## src/verilog/lsu_pkg.sv

```systemverilog
// shared types and constants for the load/store unit
// imported by every RTL module and by the testbench

package lsu_pkg;

    // ========================================
    // sizes and address map
    // ========================================
    localparam int XLEN      = 32;
    localparam int NUM_LANES = 4;

    localparam logic [XLEN-1:0] DMEM_BASE = 32'h0001_0000;
    localparam int              DMEM_WORDS = 256;
    localparam int              DMEM_AW    = 8;

    localparam logic [XLEN-1:0] UART_ADDR    = 32'h0002_0000;
    localparam logic [XLEN-1:0] COUNTER_ADDR = 32'h0002_0004;

    // short bit time keeps simulation small
    localparam int CLKS_PER_BIT = 8;

    // ========================================
    // opcodes and states
    // ========================================
    // encoding fixed so pattern records can use hex digits
    typedef enum logic [3:0] {
        MEM_NOP = 4'd0,
        MEM_LB  = 4'd1,
        MEM_LH  = 4'd2,
        MEM_LW  = 4'd3,
        MEM_LBU = 4'd4,
        MEM_LHU = 4'd5,
        MEM_SB  = 4'd6,
        MEM_SH  = 4'd7,
        MEM_SW  = 4'd8
    } mem_op_e;

    typedef enum logic [1:0] {
        UART_IDLE,
        UART_START,
        UART_DATA,
        UART_STOP
    } uart_state_e;

    // ========================================
    // request and response
    // ========================================
    typedef struct packed {
        logic            valid;
        mem_op_e         op;
        logic [XLEN-1:0] addr;
        logic [XLEN-1:0] wdata;
    } mem_req_t;

    typedef struct packed {
        logic            valid;
        logic [XLEN-1:0] data;
    } load_rsp_t;

endpackage

```

## src/verilog/load_return.sv

```systemverilog
// load return path with the cycle counter
// registers each accepted load and formats the bank data one cycle later

`timescale 1ns/1ns

module load_return import lsu_pkg::*; (
    input  logic            clk,
    input  logic            rst_n,
    input  mem_req_t        req,
    input  logic [XLEN-1:0] rd_data,
    output load_rsp_t       rsp
);

    logic            is_load;
    logic [XLEN-1:0] cycle_cnt;
    logic            ld_valid;
    mem_op_e         ld_op;
    logic [1:0]      ld_off;
    logic            ld_cnt_sel;
    logic [XLEN-1:0] ld_cnt;
    logic [XLEN-1:0] lanes;
    logic [15:0]     half;
    logic [XLEN-1:0] mem_data;

    assign is_load = req.valid && (req.op == MEM_LB || req.op == MEM_LH ||
                     req.op == MEM_LW || req.op == MEM_LBU || req.op == MEM_LHU);

    // free-running counter, mapped at COUNTER_ADDR
    always_ff @(posedge clk or negedge rst_n) begin
        if (!rst_n) begin
            cycle_cnt <= '0;
            ld_valid  <= 1'b0;
        end else begin
            cycle_cnt <= cycle_cnt + 1'b1;
            ld_valid  <= is_load;
        end
    end

    always_ff @(posedge clk) begin
        if (is_load) begin
            ld_op      <= req.op;
            ld_off     <= req.addr[1:0];
            ld_cnt_sel <= (req.addr == COUNTER_ADDR);
            ld_cnt     <= cycle_cnt;
        end
    end

    // ========================================
    // lane extract and extend
    // ========================================
    always_comb begin
        lanes = rd_data >> {ld_off, 3'b000};
        // halfword at offset 3 falls back to lanes 1:0
        half  = (ld_off == 2'd3) ? rd_data[15:0] : lanes[15:0];
        case (ld_op)
            MEM_LB:  mem_data = {{(XLEN-8){lanes[7]}}, lanes[7:0]};
            MEM_LBU: mem_data = {{(XLEN-8){1'b0}}, lanes[7:0]};
            MEM_LH:  mem_data = {{(XLEN-16){half[15]}}, half};
            MEM_LHU: mem_data = {{(XLEN-16){1'b0}}, half};
            default: mem_data = rd_data;
        endcase
    end

    always_comb begin
        rsp.valid = ld_valid;
        rsp.data  = ld_cnt_sel ? ld_cnt : mem_data;
    end

endmodule

```

## config.mk

```make
export PLATFORM = sky130hd
export DESIGN_NAME = load_return
export DESIGN_NICKNAME = d
export VERILOG_FILES = /design/src/verilog/lsu_pkg.sv /design/src/verilog/load_return.sv
export SDC_FILE = /design/constraint.sdc
export NUM_CORES = 1
export LEC_CHECK = 0
export BUFFER_PORTS_ARGS = -buffer_cell sky130_fd_sc_hd__buf_2
export CAP_MARGIN = 20
export CORE_MARGIN = 1.5
export CORE_UTILIZATION = 54
export CTS_BUF_LIST = sky130_fd_sc_hd__clkbuf_8 sky130_fd_sc_hd__clkbuf_16
export CTS_CLUSTER_DIAMETER = 150
export DETAILED_ROUTE_END_ITERATION = 8
export MAX_ROUTING_LAYER = met4
export PLACE_DENSITY = 0.82
export SLEW_MARGIN = 20
export SYNTH_ARGS = -nofsm -noshare
export SYNTH_HDL_FRONTEND = slang
export SYNTH_SLANG_ARGS = --single-unit
```

## constraint.sdc

```tcl
create_clock -name clk -period 3.4 [get_ports clk]
set_clock_uncertainty 0.15 [all_clocks]
set_input_delay 0.17 -clock clk [delete_from_list [all_inputs] [get_ports clk]]
set_output_delay 0.17 -clock clk [all_outputs]
set_load 0.05 [all_outputs]
```

==> flow_metrics.env, run 1 <==
export IMPL_outcome="completed"
export IMPL_synth_warnings=0
export IMPL_crit_buf_inv=1
export IMPL_antennaDiodeCount=0
export IMPL_hold_path_class="in -> reg"
export IMPL_antenna_found_initial=0
export IMPL_worstSetupEndpointType="output pin"
export IMPL_holdWs_ps=64.2
export IMPL_dp_hpwl_um=7100
export IMPL_synth_top_family_by_area="simple AND/OR/NAND/NOR gates"
export IMPL_cp_start_kind="register"
export IMPL_clock_sinks=72
export IMPL_min_period_over_period_pct=88.7
export IMPL_power_density_nw_per_um2=433
export IMPL_post_drt_via_cell_ratio=5.91
export IMPL_grt_pass1_wl_um=15300
export IMPL_fillers=538
export IMPL_wl_per_cell_um=17.7
export IMPL_final_util_pct=69.4
export IMPL_firstDrtPassIters=5
export IMPL_synthXorXnorAreaFrac_pct=6.74
export IMPL_cts_tree="yes"
export IMPL_ff2ff_setup_slack_ps=1320
export IMPL_synth_top_area_cell="edfxtp_1"
export IMPL_synthFlopType="edfxtp_1"
export IMPL_grt_pass1_vias=3167
export IMPL_place_ws_ps=752
export IMPL_fin_setup_tns_ps=0
export IMPL_design_area_um2=4790
export IMPL_synth_area_top_cells="edfxtp_1 30%, dfrtp_1 21%, mux2i_1 8.0%"
export IMPL_crit_required_ps=3080
export IMPL_leakage_nw=2.20
export IMPL_tightest_slew_ps=747
export IMPL_synth_top_area_share_pct=30.0
export IMPL_io_buffers=103
export IMPL_fmax_ghz=0.332
export IMPL_initial_core_util_pct=56.5
export IMPL_place_inst=539
export IMPL_hold_end="ld_cnt_sel"
export IMPL_ys_ff_latch=72
export IMPL_rows=30
export IMPL_crit_arrival_ps=2700
export IMPL_total_power_mw=2.08
export IMPL_cp_top_family="compound AO/OA/AOI/OAI gates"
export IMPL_hold_viol_final=0
export IMPL_synth_cells=355
export IMPL_core_um2=6910
export IMPL_cp_max_fo=8
export IMPL_synthTopCellsByCount="39 x edfxtp_1, 33 x a21oi_1, 33 x dfrtp_1, 31 x mux2i_1, 25 x nand2_1"
export IMPL_yosysMostFrequentCell="edfxtp_1"
export IMPL_finalSetupViolCount=0
export IMPL_synth_simple_area_share_pct=16.4
export IMPL_grt_max_degree=41
export IMPL_async_reset_ff_share_pct=45.8
export IMPL_max_stage_delay_ps=600
export IMPL_synth_compound_area_share_pct=11.8
export IMPL_cts_buffers=9
export IMPL_worstPathCellList="or3b_2 > a21oi_1 > a221oi_1 > a21oi_1 > buf_2"
export IMPL_vias=3324
export IMPL_die_w_um=88.0
export IMPL_slew_violations=0
export IMPL_worstHoldStart="req[54]"
export IMPL_worstSkewPairLatency_ps=340
export IMPL_drive_above_1_share_pct=29.0
export IMPL_yosysSeqAreaShare_pct=51.2
export IMPL_ctsResizeCount=0
export IMPL_drc=0
export IMPL_syn_nets=459
export IMPL_pin_count=136
export IMPL_crit_top_cell="a21oi_1"
export IMPL_drt_initial_drc_count=215
export IMPL_crit_slowest_cell="a21oi_1"
export IMPL_crit_type="reg -> out"
export IMPL_max_cap_violations=0
export IMPL_grt_usage_pct=27.3
export IMPL_placed_cell_area_um2=4480
export IMPL_wl_um=9930
export IMPL_grt_overflow_total=0
export IMPL_slew_headroom_pct=50.2
export IMPL_synth_mux_area_share_pct=8.53
export IMPL_die_h_um=88.0
export IMPL_r2r_cells=4
export IMPL_cts_buffer_depth=2
export IMPL_synthesis_area_um2=3900
export IMPL_final_cells=562
export IMPL_worstReg2RegEnd="cycle_cnt[19]"
export IMPL_clk_pin_slew_ps=80
export IMPL_rsz0062_at_grt="no"
export IMPL_yosysUniqueCellTypes=45
export IMPL_min_period_ps=3020
export IMPL_final_nets=565
export IMPL_ant_nets=0
export IMPL_setup_slack_ps=384
export IMPL_whs_path_depth=4
export IMPL_rr_startpoint="cycle_cnt[2]"
export IMPL_syn2layout_area_growth_pct=22.8
export IMPL_cts_root_buf="clkbuf_8"
export IMPL_gp_congestion=0.902
export IMPL_syn_area_per_cell_um2=11.0
export IMPL_synth_edf_count=39
export IMPL_synth_fa_ha_area_share_pct=0.321
export IMPL_die_area_um2=7740
export IMPL_ir_worst_vdd_uv=373
export IMPL_cts_htree_levels=3
==> timing repair <==
item / in CTS / in global routing
setup buffers: 0 / 0
hold buffers: 7 / 0
endpoints found under the hold margin: 39 / 0
==> worst register-to-register path, stage by stage (launching register included) <==
cell and delay (ps):
dfrtp_1 460, and4_1 320, nand3_1 370, nor4_1 510, xor2_1 200
==> area by class of cell <==
type | instances | area, um^2 | area share, %
clock buffers | 10 | 149 | 3.11
clock inverters | 6 | 96.3 | 2.01
inverters | 23 | 86.3 | 1.80
repair buffers | 114 | 616 | 12.8
multi-input cells | 241 | 1730 | 36.0
flip-flops and latches | 72 | 2000 | 41.7
well taps | 96 | 120 | 2.51
==> layout by cell type (no fill, tap or decap), types with 2 or more instances in the layout <==
master / count
a221oi_1: 8
nand2_1: 25
xor2_1: 15
xnor2_1: 15
mux2i_1: 31
bufinv_16: 2
nor4b_1: 3
buf_2: 103
nor2_1: 6
edfxtp_1: 39
a32oi_1: 7
a21o_1: 2
inv_1: 22
a211oi_1: 7
nor3_1: 5
o21ai_0: 7
nor2b_1: 17
dfrtp_1: 33
nor4_1: 14
nand4_1: 8
inv_6: 2
dlygate4sd3_1: 7
buf_4: 4
a21oi_1: 33
and4_1: 6
nand3_1: 10
clkbuf_8: 9
and2_1: 4
==> how the worst max path moves through the flow <==
stage                     cells past startpoint         to  startpoint  slack [ps]
final                                         5     rsp[9]    ld_op[2]         380
after global routing                          5     rsp[9]    ld_op[0]         280
after CTS                                     5    rsp[10]    ld_op[0]         370
after detailed placement                      5    rsp[10]    ld_op[0]         750
after global placement                        5    rsp[10]    ld_op[0]         800
after floorplan                               1  ld_cnt[0]     req[66]          60
==> registers in the layout (all words and copies together), names as in the netlist <==
name	flops
cycle_cnt	32
ld_cnt	32
ld_cnt_sel	1
ld_off	2
ld_op	4
ld_valid	1
==> metal layers <==
metal / wire (um) / global-route usage [%] / vias up
met2: 4980 / 44.1 / 191
met5: 0 / - / -
met3: 761 / 4.81 / 33
li1: - / - / 1532
met1: 3930 / 33.8 / 1568
met4: 261 / 12.0 / 0
==> power breakdown <==
group / switching (mW) / internal [mW] / total (mW)
Clock: 0.344 / 0.468 / 0.812
Sequential: 0.00991 / 0.931 / 0.940
Combinational: 0.217 / 0.106 / 0.323
Total: 0.570 / 1.50 / 2.08
==> logic make-up (layout without fill, tap and decap cells) <==
family / count (synthesis) / in the layout
XOR/XNOR: 30 / 30
AO/OA/AOI/OAI: 70 / 70
multiplexers: 32 / 32
flip-flops: 72 / 72
AND/OR/NAND/NOR: 108 / 108
buffers and inverters: 42 / 153
adder cells (fa/ha/maj): 1 / 1
No activity file was read; power rests on OpenSTA's default activity.
==> run 2: changes to the inputs <==
--- a/config.mk
+++ b/config.mk
@@ -8,12 +8,12 @@
 export BUFFER_PORTS_ARGS = -buffer_cell sky130_fd_sc_hd__buf_2
 export CAP_MARGIN = 20
 export CORE_MARGIN = 1.5
-export CORE_UTILIZATION = 54
-export CTS_BUF_LIST = sky130_fd_sc_hd__clkbuf_8 sky130_fd_sc_hd__clkbuf_16
+export CORE_UTILIZATION = 55
+export CTS_BUF_LIST = sky130_fd_sc_hd__clkbuf_8
 export CTS_CLUSTER_DIAMETER = 150
 export DETAILED_ROUTE_END_ITERATION = 8
 export MAX_ROUTING_LAYER = met4
-export PLACE_DENSITY = 0.82
+export PLACE_DENSITY = 0.84
 export SLEW_MARGIN = 20
 export SYNTH_ARGS = -nofsm -noshare
 export SYNTH_HDL_FRONTEND = slang
==> constraint.sdc (replaced) <==
create_clock -name clk -period 3.73 [get_ports clk]
set_clock_uncertainty 0.15 [all_clocks]
set_input_delay 0.1865 -clock clk [delete_from_list [all_inputs] [get_ports clk]]
set_output_delay 0.1865 -clock clk [all_outputs]
set_load 0.05 [all_outputs]
==> run 2 against run 1 <==
  * Global-route usage increased by 1.8 points
  * Largest cell class unchanged
  * Register-to-register slack improved by 440 ps
  * Clock power decreased by 32%
  * Highest routed layer unchanged
  * Largest power group unchanged
  * Critical path type unchanged
==> flow_metrics.env, run 2 (synthesis gave the netlist of run 1 again) <==
export IMPL_firstDrtPassIters=5
export IMPL_max_stage_delay_ps=560
export IMPL_final_cell_mix="103 x buf_2, 39 x edfxtp_1, 33 x a21oi_1, 33 x dfrtp_1, 31 x mux2i_1"
export IMPL_worstSetupEndpointType="output pin"
export IMPL_cts_buffer_depth=2
export IMPL_grt_pass1_vias=3273
export IMPL_drc=0
export IMPL_gp_congestion=0.864
export IMPL_grt_pass1_wl_um=16100
export IMPL_hold_viol_final=0
export IMPL_cts_root_buf="clkbuf_8"
export IMPL_min_period_ps=3040
export IMPL_fin_setup_tns_ps=0
export IMPL_fmax_ghz=0.329
export IMPL_worstPathCellList="buf_4 > mux4_2 > a21o_1 > a21oi_4 > a21oi_1 > buf_2"
export IMPL_power_density_nw_per_um2=361
export IMPL_slew_violations=0
export IMPL_drive_above_1_share_pct=28.5
export IMPL_cp_endpoint="rsp[20]"
export IMPL_post_cts_buffers=0
export IMPL_grt_max_degree=41
export IMPL_grt_overflow_total=0
export IMPL_clk_pin_slew_ps=70
export IMPL_rsz0062_at_grt="no"
export IMPL_cp_top_family="compound AO/OA/AOI/OAI gates"
export IMPL_ir_worst_vdd_uv=171
export IMPL_r2r_cells=4
export IMPL_syn2layout_area_growth_pct=21.0
export IMPL_placed_cell_area_um2=4480
export IMPL_worstReg2RegEnd="cycle_cnt[29]"
export IMPL_initial_core_util_pct=57.1
export IMPL_startpoint="ld_off[1]"
export IMPL_core_um2=6830
export IMPL_crit_arrival_ps=2700
export IMPL_die_area_um2=7610
export IMPL_antenna_found_initial=0
export IMPL_clock_sinks=72
export IMPL_io_buffers=103
export IMPL_die_h_um=87.2
export IMPL_finalSetupViolCount=0
export IMPL_crit_required_ps=3390
export IMPL_path_depth=6
export IMPL_worstSkewPairLatency_ps=350
export IMPL_ctsResizeCount=0
export IMPL_outcome="completed"
export IMPL_leakage_nw=2.18
export IMPL_wl_per_cell_um=18.2
export IMPL_rr_startpoint="cycle_cnt[3]"
export IMPL_worstHoldStart="req[54]"
export IMPL_max_cap_violations=0
export IMPL_crit_slowest_cell="mux4_2"
export IMPL_hold_path_class="in -> reg"
export IMPL_rows=30
export IMPL_vias=3271
export IMPL_cp_max_fo=26
export IMPL_antennaDiodeCount=0
export IMPL_place_ws_ps=1100
export IMPL_min_period_over_period_pct=81.5
export IMPL_cts_htree_levels=3
export IMPL_crit_type="reg -> out"
export IMPL_design_area_um2=4720
export IMPL_final_nets=565
export IMPL_ff2ff_setup_slack_ps=1760
export IMPL_post_drt_via_cell_ratio=5.82
export IMPL_final_common_cell="buf_2"
export IMPL_drt_initial_drc_count=210
export IMPL_cp_start_kind="register"
export IMPL_wl_um=10300
export IMPL_die_w_um=87.2
export IMPL_cts_tree="yes"
export IMPL_cts_buffers=9
export IMPL_setup_slack_ps=689
export IMPL_biggestRegsByFlops="cycle_cnt (32), ld_cnt (32), ld_op (4)"
export IMPL_pin_count=136
export IMPL_tightest_slew_ps=750
export IMPL_grt_usage_pct=29.2
export IMPL_crit_buf_inv=2
export IMPL_slew_headroom_pct=50.0
export IMPL_ant_nets=0
export IMPL_dp_hpwl_um=7160
[run 2: layout make-up]
type	count	area (um^2)
well taps	96	120
inverters	23	86.3
clock buffers	11	151
flip-flops and latches	72	2000
repair buffers	114	616
fillers	501	2110
multi-input cells	241	1730
clock inverters	5	23.8
[run 2: what timing repair did]
action	in CTS	in global routing
endpoints found under the setup margin	0	0
hold endpoints to repair	39	0
hold buffers	7	0
[run 2: routing by layer]
layer / wire length, um / vias up / global-route usage [%] / part of all wire [%]
met5: 0 / - / - / 0
met4: 286 / 0 / 12.7 / 2.8
met3: 520 / 26 / 4.83 / 5.1
met2: 5310 / 142 / 47.6 / 52
met1: 4130 / 1576 / 36.1 / 40
li1: - / 1527 / - / -
[run 2: worst min path at each step]
stage	depth (start not counted)	slack (ps)	endpoint
6_report	4	80	ld_cnt_sel
5_1_grt	4	90	ld_cnt_sel
4_1_cts	4	50	ld_cnt_sel
3_5_place_dp	1	130	ld_valid
3_3_place_gp	1	120	ld_valid
2_1_floorplan	0	-260	cycle_cnt[0]
[run 2: worst min-delay path: cells and delay by family]
kind / cells / cell delay [ps]
AND/OR/NAND/NOR: 3 / 150
buffers and inverters: 1 / 70
[run 2: metrics by stage]
stage | hold slack (ps) | std cells | power, mW | utilization, %
CTS | 51.7 | 562 | 1.72 | 69.1
global route | 87.5 | 562 | 1.77 | 69.1
detailed placement | 132 | 539 | 1.16 | 65.5
global placement | 116 | 539 | 1.16 | 65.5
finish | 76.3 | 562 | 1.70 | 69.1
floorplan | -259 | 355 | 1.07 | -
[run 2: where the power goes]
group          total [mW]  switching (mW)  internal, mW  leakage [nW]
Clock               0.549           0.278         0.271         0.102
Combinational       0.298           0.201        0.0970          1.22
Sequential          0.857         0.00850         0.849         0.855
==> run 3: changes to the inputs <==
--- a/config.mk
+++ b/config.mk
@@ -5,15 +5,16 @@
 export SDC_FILE = /design/constraint.sdc
 export NUM_CORES = 1
 export LEC_CHECK = 0
+export ABC_AREA = 1
 export BUFFER_PORTS_ARGS = -buffer_cell sky130_fd_sc_hd__buf_2
 export CAP_MARGIN = 20
 export CORE_MARGIN = 1.5
-export CORE_UTILIZATION = 55
+export CORE_UTILIZATION = 47
 export CTS_BUF_LIST = sky130_fd_sc_hd__clkbuf_8
 export CTS_CLUSTER_DIAMETER = 150
 export DETAILED_ROUTE_END_ITERATION = 8
 export MAX_ROUTING_LAYER = met4
-export PLACE_DENSITY = 0.84
+export PLACE_DENSITY = 0.75
 export SLEW_MARGIN = 20
 export SYNTH_ARGS = -nofsm -noshare
 export SYNTH_HDL_FRONTEND = slang
==> constraint.sdc (replaced) <==
create_clock -name clk -period 2.76 [get_ports clk]
set_clock_uncertainty 0.15 [all_clocks]
set_input_delay 0.138 -clock clk [delete_from_list [all_inputs] [get_ports clk]]
set_output_delay 0.138 -clock clk [all_outputs]
set_load 0.05 [all_outputs]
==> run 3 against run 2 <==
  * Global-route usage fell by 3.6 points
  * Sequential power rose by 35%
  * Utilization down 9.3 points
  * Combinational power increased by 45%
  * First-iteration DRC count fell by 1.4%
  * Design area increased by 5.1%
  * Sequential share of layout area fell by 2.0 points
  * Routed wire length rose by 7.0%
  * Largest cell class unchanged
  * Largest power group unchanged
==> flow_metrics.env, run 3 <==
export IMPL_synth_area_top_cells="edfxtp_1 29%, dfrtp_1 20%, nand2_1 13%"
export IMPL_cts_root_buf="clkbuf_8"
export IMPL_grt_pass1_wl_um=17500
export IMPL_antenna_found_initial=0
export IMPL_syn_area_per_cell_um2=7.74
export IMPL_grt_pass1_vias=3787
export IMPL_crit_slowest_cell="edfxtp_1"
export IMPL_post_drt_via_cell_ratio=5.25
export IMPL_dp_hpwl_um=8330
export IMPL_cp_max_fo=16
export IMPL_yosysSeqAreaShare_pct=49.3
export IMPL_pin_count=136
export IMPL_power_density_nw_per_um2=483
export IMPL_crit_buf_inv=1
export IMPL_tightest_slew_ps=736
export IMPL_io_buffers=103
export IMPL_synth_warnings=0
export IMPL_firstDrtPassIters=5
export IMPL_worstHoldStart="req[38]"
export IMPL_async_reset_ff_share_pct=45.8
export IMPL_clk_pin_slew_ps=80
export IMPL_die_area_um2=9180
export IMPL_outcome="completed"
export IMPL_startpoint="ld_off[1]"
export IMPL_initial_core_util_pct=48.8
export IMPL_cts_buffer_depth=2
export IMPL_grt_max_degree=41
export IMPL_cts_buffers=9
export IMPL_die_h_um=95.8
export IMPL_total_power_mw=2.39
export IMPL_placed_cell_area_um2=4690
export IMPL_grt_overflow_total=0
export IMPL_crit_top_cell="nand2_2"
export IMPL_synth_top_area_cell="edfxtp_1"
export IMPL_crit_type="reg -> out"
export IMPL_design_area_um2=4960
export IMPL_leakage_nw=2.39
export IMPL_fin_setup_tns_ps=0
export IMPL_synthesis_area_um2=4050
export IMPL_ys_ff_latch=72
export IMPL_max_stage_delay_ps=530
export IMPL_yosysMostFrequentCell="nand2_1"
export IMPL_ant_nets=0
export IMPL_ctsResizeCount=0
export IMPL_clkPwrFrac_pct=33.7
export IMPL_drc=0
export IMPL_syn2layout_area_growth_pct=22.5
export IMPL_final_cell_mix="139 x nand2_1, 120 x nor2_1, 103 x buf_2, 44 x inv_1, 39 x edfxtp_1"
export IMPL_die_w_um=95.8
export IMPL_biggestRegsByFlops="cycle_cnt (32), ld_cnt (32), ld_op (4)"
export IMPL_min_period_over_period_pct=94.3
export IMPL_rows=33
export IMPL_final_cells=747
export IMPL_vias=3921
export IMPL_place_ws_ps=464
export IMPL_fmax_ghz=0.384
export IMPL_antennaDiodeCount=0
export IMPL_crit_required_ps=2470
export IMPL_hold_path_class="in -> reg"
export IMPL_slew_headroom_pct=51.0
export IMPL_holdWs_ps=22.9
export IMPL_max_cap_violations=0
export IMPL_place_inst=723
export IMPL_drt_initial_drc_count=207
export IMPL_wl_per_cell_um=14.7
export IMPL_synth_cells=523
export IMPL_gp_congestion=0.908
export IMPL_grt_usage_pct=25.6
export IMPL_synthTopCellsByCount="139 x nand2_1, 120 x nor2_1, 43 x inv_1, 39 x edfxtp_1, 33 x dfrtp_1"
export IMPL_cts_htree_levels=3
export IMPL_p_sw_mw=0.707
export IMPL_pwr_share_comb_pct=18.1
export IMPL_worstSkewPairLatency_ps=350
export IMPL_synthFlopType="edfxtp_1"
export IMPL_cp_start_kind="register"
export IMPL_setup_slack_ps=157
export IMPL_rsz0062_at_grt="no"
export IMPL_min_period_ps=2600
export IMPL_slew_violations=0
export IMPL_intPower_mw=1.69
export IMPL_hold_viol_final=0
export IMPL_final_nets=741
export IMPL_clock_sinks=72
export IMPL_cts_tree="yes"
export IMPL_cp_top_family="simple AND/OR/NAND/NOR gates"
export IMPL_crit_arrival_ps=2320
export IMPL_p_sw_share_pct=29.5
export IMPL_rr_startpoint="cycle_cnt[0]"
export IMPL_finalSetupViolCount=0
export IMPL_final_common_cell="nand2_1"
export IMPL_syn_nets=627
export IMPL_final_util_pct=59.8
export IMPL_synth_edf_count=39
export IMPL_worstSetupEndpointType="output pin"
export IMPL_wl_um=11000
export IMPL_worstPathCellList="nand2_2 > nand2_2 > nand2_1 > nand3b_1 > nand2_2 > nor2_1 > nor2_1 > buf_2"
export IMPL_ff2ff_setup_slack_ps=720
export IMPL_seqPwrFrac_pct=48.3
export IMPL_yosysUniqueCellTypes=26
export IMPL_drive_above_1_share_pct=20.9
export IMPL_synth_top_area_share_pct=28.9
export IMPL_core_um2=8300
export IMPL_ir_worst_vdd_uv=296
-- run 3: changes by cell type in the layout (fill, tap and decap cells not counted), sizes merged, moves of 17 or more --
cell / previous run / this run
nand2: 26 / 145
nor2: 6 / 121
mux2i: 31 / 0
inv: 25 / 47
nor3: 5 / 24
nor2b: 17 / 0
-- run 3: path summary, 6_finish.rpt --
kind                            endpoint  cells after the start
setup reg to reg           cycle_cnt[26]                      6
max in group asynchronous  cycle_cnt[16]                      2
hold reg to reg               ld_cnt[31]                      0
hold / removal                ld_cnt_sel                      4
min in group asynchronous  cycle_cnt[26]                      2
setup / recovery                 rsp[31]                      8
-- run 3: cell type report --
class | instances | area (um^2)
flip-flops and latches | 72 | 2000
clock inverters | 7 | 65.1
repair buffers | 115 | 636
clock buffers | 9 | 124
fillers | 759 | 3340
well taps | 105 | 131
multi-input cells | 393 | 1840
inverters | 46 | 173
-- run 3: worst register-to-register path, stage by stage (launching register included) --
cell	delay, ps
dfrtp_1	400
ha_1	200
nand3_1	220
nor2_1	370
nand2_1	170
nor3_1	280
xor2_1	180
-- run 3: power groups by stage --
stage               registers (mW)  clock network [mW]  logic (mW)
floorplan                     1.18                   0       0.276
global placement              1.18                   0       0.415
detailed placement            1.18                   0       0.421
CTS                           1.16               0.811       0.430
global route                  1.16               0.862       0.470
finish                        1.16               0.806       0.433
-- run 3: kinds of logic (layout without fill, tap and decap cells) --
logic type               count (synthesis)  after routing  synth area share [%]
AND/OR/NAND/NOR                        336            336                  35.2
flip-flops                              72             72                  49.3
buffers and inverters                   58            177                  5.84
AO/OA/AOI/OAI                           32             32                  4.14
XOR/XNOR                                24             24                  5.19
adder cells (fa/ha/maj)                  1              1                 0.309
-- run 3: metal layers --
metal / part of all wire [%] / vias up / GRT usage [%] / routed length [um]
li1: - / 1923 / - / -
met1: 43 / 1834 / 31.3 / 4760
met2: 48 / 134 / 43.0 / 5320
met3: 5.6 / 30 / 4.50 / 619
met4: 2.5 / 0 / 8.58 / 269
met5: 0 / - / - / 0
-- run 3: what timing repair did --
item,4_1_cts,5_1_grt
endpoints found under the hold margin,39,0
hold buffers,7,0
endpoints found under the setup margin,0,5
buffers inserted,0,1
